`src/source/sys_pkg.sv`:
```
// Shared definitions for the system top
// Host port word and command codes, audio sample and settings types,
// LED vector and configuration word bit positions

package sys_pkg;

	////////////////////////////////////////
	// Host command port
	////////////////////////////////////////

	typedef logic [15:0] io_word_t;

	// Command byte from the low byte of the first frame word
	typedef logic [7:0] cmd_code_t;

	localparam cmd_code_t CMD_CFG = 8'h01;
	localparam cmd_code_t CMD_LED = 8'h25;
	localparam cmd_code_t CMD_VOL = 8'h26;

	// Bit positions inside the configuration word
	localparam int CFG_IS_SIGNED_BIT = 0;
	localparam int CFG_MIX_LSB       = 1;
	localparam int CFG_CSYNC_BIT     = 3;

	////////////////////////////////////////
	// Audio
	////////////////////////////////////////

	typedef logic signed [15:0] sample_t;

	// Cross-feed: 0 none, 1 quarter, 2 half, 3 full mono
	typedef logic [1:0] mix_mode_t;

	typedef struct packed {
		// Bit 4 mutes, bits 3..0 are the right shift count
		logic [4:0] att;
		mix_mode_t  mix;
		// Core samples in two's complement, else offset binary
		logic       is_signed;
	} audio_cfg_t;

	////////////////////////////////////////
	// LEDs
	////////////////////////////////////////

	typedef logic [7:0] led_t;

endpackage

```
`src/source/audio_mixer.sv`:
```
// Audio mixer, one channel
// Stable core sample filter, host sample mix, stereo cross-feed,
// attenuation and clamping to 16 bits

`timescale 1ns/100ps

module audio_mixer
	import sys_pkg::*;
(
	input  logic        clk,
	input  audio_cfg_t  i_cfg,
	input  logic [15:0] i_core,
	input  sample_t     i_host,
	input  sample_t     i_pre_other,
	output sample_t     o_pre,
	output sample_t     o_out
);

	logic [15:0]        core_d1;
	logic [15:0]        core_d2;
	logic [15:0]        core_hold;
	logic signed [16:0] a1;
	logic signed [16:0] a2;
	logic signed [16:0] a3;
	logic signed [16:0] a4;
	logic signed [16:0] host_ext;
	logic signed [16:0] pre_ext;

	////////////////////////////////////////
	// Core sample filter
	////////////////////////////////////////

	// Take the core sample only once two samplings agree
	always_ff @(posedge clk) begin
		core_d1 <= i_core;
		core_d2 <= core_d1;
		if (core_d1 == core_d2) begin
			core_hold <= core_d1;
		end
	end

	////////////////////////////////////////
	// Mix pipeline
	////////////////////////////////////////

	// Offset binary is halved so it fits next to the host sample
	assign a1 = i_cfg.is_signed ? {core_hold[15], core_hold} : {2'b00, core_hold[15:1]};

	assign host_ext = {i_host[15], i_host};
	assign pre_ext  = {i_pre_other[15], i_pre_other};

	always_ff @(posedge clk) begin
		a2 <= a1 + host_ext;

		// Cross-feed with the other channel
		case (i_cfg.mix)
			2'd0: a3 <= a2;
			2'd1: a3 <= a2 - (a2 >>> 3) + (pre_ext >>> 2);
			2'd2: a3 <= a2 - (a2 >>> 2) + (pre_ext >>> 1);
			default: a3 <= (a2 >>> 1) + pre_ext;
		endcase

		if (i_cfg.att[4]) begin
			a4 <= '0;
		end else begin
			a4 <= a3 >>> i_cfg.att[3:0];
		end

		// Saturate when bits 16 and 15 disagree
		if (a4[16] != a4[15]) begin
			o_out <= {a4[16], {15{~a4[16]}}};
		end else begin
			o_out <= a4[15:0];
		end
	end

	assign o_pre = a2[16:1];

endmodule

```
`src/source/csync_gen.sv`:
```
// Composite sync generator
// Measures line and hsync length, builds composite sync during vsync
// and selects the registered VGA hsync output

`timescale 1ns/100ps

module csync_gen #(
	parameter int LINE_CNT_W = 16
)
(
	input  logic clk,
	input  logic i_csync_en,
	input  logic i_hs,
	input  logic i_vs,
	output logic o_hs,
	output logic o_vs
);

	logic                  prev_hs;
	logic [LINE_CNT_W-1:0] h_cnt;
	logic [LINE_CNT_W-1:0] line_len;
	logic [LINE_CNT_W-1:0] hs_len;
	logic                  shift_hs;
	logic                  composite;

	always_ff @(posedge clk) begin
		prev_hs <= i_hs;

		// Length of the current hsync run
		if (prev_hs != i_hs) begin
			h_cnt <= '0;
			if (i_hs) begin
				line_len <= h_cnt - hs_len;
			end else begin
				hs_len <= h_cnt;
			end
		end else if (~&h_cnt) begin
			h_cnt <= h_cnt + 1'b1;
		end

		// Pulse moved one hsync width ahead of the next hsync
		if (i_hs & ~prev_hs) begin
			shift_hs <= 1'b0;
		end else if (h_cnt == line_len) begin
			shift_hs <= 1'b1;
		end

		o_hs <= i_csync_en ? composite : i_hs;
	end

	// Serrated pulses inside vsync
	assign composite = i_vs ? (i_vs ^ shift_hs) : i_hs;

	assign o_vs = i_vs;

endmodule

```
`src/source/host_cmd_ctrl.sv`:
```
// Host command port controller
// Four-phase req/ack handshake, command framing and decoding,
// configuration, LED and volume registers, main-board LED select

`timescale 1ns/100ps

module host_cmd_ctrl
	import sys_pkg::*;
(
	input  logic       clk,
	input  logic       resetd,

	input  logic       i_io_ss,
	input  logic       i_io_req,
	input  io_word_t   i_io_din,

	input  logic       i_led_user,
	input  logic       i_led_disk,
	input  logic       i_led_power,

	output logic       o_io_ack,
	output audio_cfg_t o_audio_cfg,
	output logic       o_csync_en,
	output led_t       o_led
);

	logic       io_strobe;
	logic       has_cmd;
	cmd_code_t  cmd;
	io_word_t   cfg;
	led_t       led_mask;
	led_t       led_state;
	logic [4:0] vol_att;
	led_t       led_status;

	////////////////////////////////////////
	// Handshake
	////////////////////////////////////////

	// New word on request while ack is still low
	assign io_strobe = i_io_req & ~o_io_ack;

	always_ff @(posedge clk) begin
		if (resetd) begin
			o_io_ack <= 1'b0;
		end else if (io_strobe) begin
			o_io_ack <= 1'b1;
		end else if (!i_io_req) begin
			o_io_ack <= 1'b0;
		end
	end

	////////////////////////////////////////
	// Framing and register writes
	////////////////////////////////////////

	always_ff @(posedge clk) begin
		if (resetd) begin
			has_cmd   <= 1'b0;
			cmd       <= '0;
			cfg       <= '0;
			led_mask  <= '0;
			led_state <= '0;
			vol_att   <= '0;
		end else if (!i_io_ss) begin
			// Frame closed, next word is a command again
			has_cmd <= 1'b0;
			cmd     <= '0;
		end else if (io_strobe) begin
			if (!has_cmd) begin
				has_cmd <= 1'b1;
				cmd     <= i_io_din[7:0];
			end else begin
				case (cmd)
					CMD_CFG: cfg <= i_io_din;
					CMD_LED: {led_mask, led_state} <= i_io_din;
					CMD_VOL: vol_att <= i_io_din[4:0];
					default: ;
				endcase
			end
		end
	end

	////////////////////////////////////////
	// Outputs
	////////////////////////////////////////

	always_comb begin
		o_audio_cfg.att       = vol_att;
		o_audio_cfg.mix       = mix_mode_t'(cfg[CFG_MIX_LSB +: 2]);
		o_audio_cfg.is_signed = cfg[CFG_IS_SIGNED_BIT];
	end

	assign o_csync_en = cfg[CFG_CSYNC_BIT];

	// Status on bits 0, 2 and 4 when not overridden
	assign led_status = {3'b000, i_led_power, 1'b0, i_led_disk, 1'b0, i_led_user};

	assign o_led = (led_mask & led_state) | (~led_mask & led_status);

endmodule

```
`src/source/sync_polarity_fix.sv`:
```
// Sync polarity correction
// Times high and low runs and inverts the sync when its pulse is low

`timescale 1ns/100ps

module sync_polarity_fix #(
	parameter int LINE_CNT_W = 16
)
(
	input  logic clk,
	input  logic i_sync,
	output logic o_sync
);

	logic                  sync_s1;
	logic                  sync_s2;
	logic [LINE_CNT_W-1:0] run_cnt;
	logic [LINE_CNT_W-1:0] high_len;
	logic [LINE_CNT_W-1:0] low_len;
	logic                  pol;

	always_ff @(posedge clk) begin
		sync_s1 <= i_sync;
		sync_s2 <= sync_s1;

		// Run length, restarts on every transition and holds at the top
		if (sync_s1 != sync_s2) begin
			run_cnt <= '0;
		end else if (~&run_cnt) begin
			run_cnt <= run_cnt + 1'b1;
		end

		if (sync_s1 & ~sync_s2) begin
			low_len <= run_cnt;
		end
		if (~sync_s1 & sync_s2) begin
			high_len <= run_cnt;
		end

		// Longer high run means the pulse is active low
		pol <= high_len > low_len;
	end

	assign o_sync = i_sync ^ pol;

endmodule

```
`src/source/sys_top.sv`:
```
// System top level
// Host command control, stereo audio mixer pair,
// sync polarity correction and composite sync output

`timescale 1ns/100ps

module sys_top
	import sys_pkg::*;
#(
	parameter int LINE_CNT_W = 16
)
(
	input  logic        clk,
	input  logic        resetd,

	// Host command port
	input  logic        i_io_ss,
	input  logic        i_io_req,
	input  io_word_t    i_io_din,
	output logic        o_io_ack,

	// Audio
	input  logic [15:0] i_core_l,
	input  logic [15:0] i_core_r,
	input  sample_t     i_host_l,
	input  sample_t     i_host_r,
	output sample_t     o_audio_l,
	output sample_t     o_audio_r,

	// Video sync
	input  logic        i_hs,
	input  logic        i_vs,
	output logic        o_vga_hs,
	output logic        o_vga_vs,

	// LEDs
	input  logic        i_led_user,
	input  logic        i_led_disk,
	input  logic        i_led_power,
	output led_t        o_led
);

	audio_cfg_t audio_cfg;
	logic       csync_en;
	sample_t    pre_l;
	sample_t    pre_r;
	logic       hs_fix;
	logic       vs_fix;

	////////////////////////////////////////
	// Control
	////////////////////////////////////////

	host_cmd_ctrl host_cmd_ctrl (
		.clk         (clk),
		.resetd      (resetd),
		.i_io_ss     (i_io_ss),
		.i_io_req    (i_io_req),
		.i_io_din    (i_io_din),
		.i_led_user  (i_led_user),
		.i_led_disk  (i_led_disk),
		.i_led_power (i_led_power),
		.o_io_ack    (o_io_ack),
		.o_audio_cfg (audio_cfg),
		.o_csync_en  (csync_en),
		.o_led       (o_led)
	);

	////////////////////////////////////////
	// Audio
	////////////////////////////////////////

	// Each channel feeds its pre-mix sample to the other for cross-feed
	audio_mixer audmix_l (
		.clk         (clk),
		.i_cfg       (audio_cfg),
		.i_core      (i_core_l),
		.i_host      (i_host_l),
		.i_pre_other (pre_r),
		.o_pre       (pre_l),
		.o_out       (o_audio_l)
	);

	audio_mixer audmix_r (
		.clk         (clk),
		.i_cfg       (audio_cfg),
		.i_core      (i_core_r),
		.i_host      (i_host_r),
		.i_pre_other (pre_l),
		.o_pre       (pre_r),
		.o_out       (o_audio_r)
	);

	////////////////////////////////////////
	// Video sync
	////////////////////////////////////////

	sync_polarity_fix #(.LINE_CNT_W(LINE_CNT_W)) sync_h (
		.clk    (clk),
		.i_sync (i_hs),
		.o_sync (hs_fix)
	);

	sync_polarity_fix #(.LINE_CNT_W(LINE_CNT_W)) sync_v (
		.clk    (clk),
		.i_sync (i_vs),
		.o_sync (vs_fix)
	);

	csync_gen #(.LINE_CNT_W(LINE_CNT_W)) csync_gen (
		.clk        (clk),
		.i_csync_en (csync_en),
		.i_hs       (hs_fix),
		.i_vs       (vs_fix),
		.o_hs       (o_vga_hs),
		.o_vs       (o_vga_vs)
	);

endmodule

```
`config.mk`:
```
export PLATFORM = sky130hd
export DESIGN_NAME = sys_top
export DESIGN_NICKNAME = d
export VERILOG_FILES = /design/src/source/sys_pkg.sv /design/src/source/audio_mixer.sv /design/src/source/csync_gen.sv /design/src/source/host_cmd_ctrl.sv /design/src/source/sync_polarity_fix.sv /design/src/source/sys_top.sv
export SDC_FILE = /design/constraint.sdc
export NUM_CORES = 1
export LEC_CHECK = 0
export ABC_AREA = 1
export BUFFER_PORTS_ARGS = -buffer_cell sky130_fd_sc_hd__buf_2
export CAP_MARGIN = 25
export CORE_MARGIN = 4
export CORE_UTILIZATION = 40
export CTS_BUF_LIST = sky130_fd_sc_hd__clkbuf_8
export DETAILED_ROUTE_END_ITERATION = 12
export HOLD_SLACK_MARGIN = 0.02
export PLACE_DENSITY = 0.58
export SLEW_MARGIN = 40
export SYNTH_ARGS = -nofsm -noshare
export SYNTH_HDL_FRONTEND = slang
export SYNTH_HIERARCHICAL = 1
export SYNTH_SLANG_ARGS = --single-unit
```
`constraint.sdc`:
```
create_clock -name clk -period 2.6 [get_ports clk]
set_input_delay 0.26 -clock clk [delete_from_list [all_inputs] [get_ports clk]]
set_output_delay 0.26 -clock clk [all_outputs]
set_load 0.02 [all_outputs]
```
==> results by group <==
STA
  • Tcrit/Tclk final: 0.964
  • RSZ-0062 raised after global routing: true
  • Hold Fails Final Rpt: 0
  • Max-slew headroom: 0.461
  • Max Freq: 0.399 GHz
  • Final min period: 2.51 ns
  • Final Max Tran Viols: 0
  • Setup Viol. Count Final: 0
  • Final Hold Slack: 0.0808 ns
  • Skew final: 0.0518 ns
  • Worst-margin pin slew: 0.805 ns

Final layout
  • Final Non-Filler Cells: 5148
  • Area occupied by multi-input gates: 15100 um2
  • Post-layout util: 0.480
  • Filler cell count: 6991
  • Reg area: 9690 um2
  • Nets@finish: 4526
  • P&R area growth vs syn: 18.8%
  • Fraction of layout cells with a size suffix above 1: 0.146

Route
  • Initial DRC Count: 1324
  • DRC: 0
  • First-pass DRT Iterations: 5
  • DR vias/cell: 4.66
  • WL final: 72500 um
  • Vias: 24000
  • DRT antenna net count: 0
  • Wirelength per Cell: 14.1 um

Floorplan
  • Rows: 96
  • Initial Utilization: 0.404
  • Die width: 271 um
  • Core ar.: 68700 um2
  • Io pins: 132
  • Die ar.: 73600 um2
  • Die height: 271 um

Placement
  • I/O Buffers: 131
  • Placed wire-length estimate: 57800 um
  • Post-Place Cells: 4929
  • GP Congestion: 0.945

Clocking
  • Num CTS Buffers: 78
  • Worst-Skew Late Latency: 0.68 ns
  • H-tree depth: 3
  • Clock sink count: 418
  • Clock transition at path regs: 0.06 ns
  • Clock Path Buffers: 3
  • Root Driver: clkbuf_8
  • TritonCTS clock tree: built

Synth
  • Syn Inst Count: 3792
  • Seq/Total Area, Yosys: 0.348
  • Area leader, netlist: dfxtp_1
  • Area share of the largest cell type after synthesis: 0.209
  • Syn_nets: 4164
  • Top post-synthesis cells by count: nand2_1, inv_1, dfxtp_1
  • Top-count cell post-synth: nand2_1
  • Async set-or-reset flop fraction in the synthesized netlist: 0
  • Netlist cell types: 63
  • Synth top area cells: dfxtp_1, nand2_1, edfxtp_1, ha_1, inv_1
  • Avg Synthesized Cell Area: 7.32 um2
  • Top_reg_cell synth: dfxtp_1
  • Syn. warnings: 6
  • Cell Area, Synth: 27700 um2
  • Post-synth EDFFs: 128
  • Yosys reg bits: 418

GRT
  • Vias in the first global route: 22800
  • First-pass GRT wire length: 116000 um
  • GRT Util Overall: 0.194
  • Initial antenna violation count: 4
  • Largest net degree at the start of global routing: 43
  • Congestion Overflow GR: 0

Pwr
  • PwrDens: 674 nW/um2
  • Maximum vdd drop: 0.482 mV
  • P_leak: 16.8 nW

Worst setup path
  • Data required, critical path: 3.06 ns
  • Crit Path Category: reg -> reg
  • Critical path peak fanout: 5
  • Crit start category: flip-flop
  • CP Capture Type: flip-flop
  • Worst endpoint data arrival time: 2.97 ns

Worst hold path
  • Worst min path class: in -> reg

Run status
  • Outcome: completed

Run
  • MaxCap Viol Count: 0
[what timing repair did]
| item | CTS | global route |
|---|---|---|
| hold buffers | 66 | 0 |
| pin swaps | 0 | 1 |
| gates resized for setup | 14 | 72 |
| endpoints found under the hold margin | 80 | 0 |
| endpoints found under the setup margin | 9 | 28 |
| setup buffers | 3 | 6 |
[path summary, 6_finish.rpt]
kind	from	endpoint	slack, ns	cells past startpoint
max reg2reg	audmix_r/a2[10]	audmix_l/a3[8]	0.09	10
min reg2reg	audmix_r/core_d1[5]	audmix_r/core_d2[5]	0.37	0
max	audmix_r/a2[10]	audmix_l/a3[8]	0.09	10
min	i_host_l[4]	audmix_l/a2[4]	0.08	3
[placed cells by master, fill, tap and decap left out, types with 66 or more instances in the layout]
master,count
nor2_1,221
buf_4,170
clkbuf_8,90
dlygate4sd3_1,66
dfxtp_1,270
buf_2,131
nand2_1,1102
o21ai_0,102
nand3_1,227
ha_1,201
a21oi_1,203
edfxtp_1,128
inv_1,709
[final cells by class]
| type | count | share of cell area |
|---|---|---|
| antenna | 1 | 0.0000759 |
| clock buffer | 90 | 0.0376 |
| clock inverter | 52 | 0.0118 |
| inverter | 714 | 0.0820 |
| multi-input combinational | 2569 | 0.458 |
| sequential | 418 | 0.294 |
| tap | 931 | 0.0354 |
| timing repair buffer | 373 | 0.0813 |
[cell families (layout without fill, tap and decap cells)]
group                      after synthesis  count (layout)  synth area share
and+or+nand+nor                       1777            1777             0.274
AOI/OAI and AO/OA                      415             415            0.0833
buffers and inverters                  805            1229             0.119
adders and majority gates              283             283             0.145
other                                    0               1                 0
xor gates and xnor gates                83              83            0.0262
muxes                                   11              11           0.00419
DFF                                    418             418             0.348
[state kept, by name (all words and copies together), names as in the netlist, 17 cells and up]
signal / cells
audmix_r/a2: 17
audmix_l/a4: 17
audmix_l/a3: 17
audmix_l/a2: 17
audmix_r/a3: 17
audmix_r/a4: 17
[layer usage]
metal / global-route usage / part of all wire / vias up / wire (um)
li1: - / - / 12700 / -
met1: 0.259 / 0.46 / 10700 / 33700
met2: 0.316 / 0.45 / 497 / 32700
met3: 0.0413 / 0.059 / 125 / 4280
met4: 0.0584 / 0.025 / 4 / 1840
met5: 0 / 0.00022 / - / 16
[metrics by stage]
stage          setup WS, ns  power, W  setup TNS, ns  cell area, um2
2_1_floorplan         0.155    0.0128              0           27800
3_3_place_gp         -0.136    0.0152         -0.432           30200
3_5_place_dp         -0.121    0.0153         -0.600           30200
4_1_cts             0.00743    0.0221              0           32600
5_1_grt             -0.0479    0.0239         -0.150           33000
6_report             0.0935    0.0222              0           33000
[worst max-delay path: stages, from the launching register on]
cell and delay (ns):
dfxtp_2 0.40, inv_1 0.12, fa_1 0.54, inv_1 0.05, ha_1 0.36, nand2_2 0.12, inv_1 0.05, a21oi_1 0.16
nand2_2 0.12, o21ai_0 0.16, nand4_1 0.24
[report_power, final]
part	internal, W	total (W)	switching [W]
clock network	0.00369	0.00658	0.00290
logic	0.00324	0.00812	0.00488
registers	0.00722	0.00752	0.000293
total	0.0142	0.0222	0.00807
No activity file was read; power rests on OpenSTA's default activity.
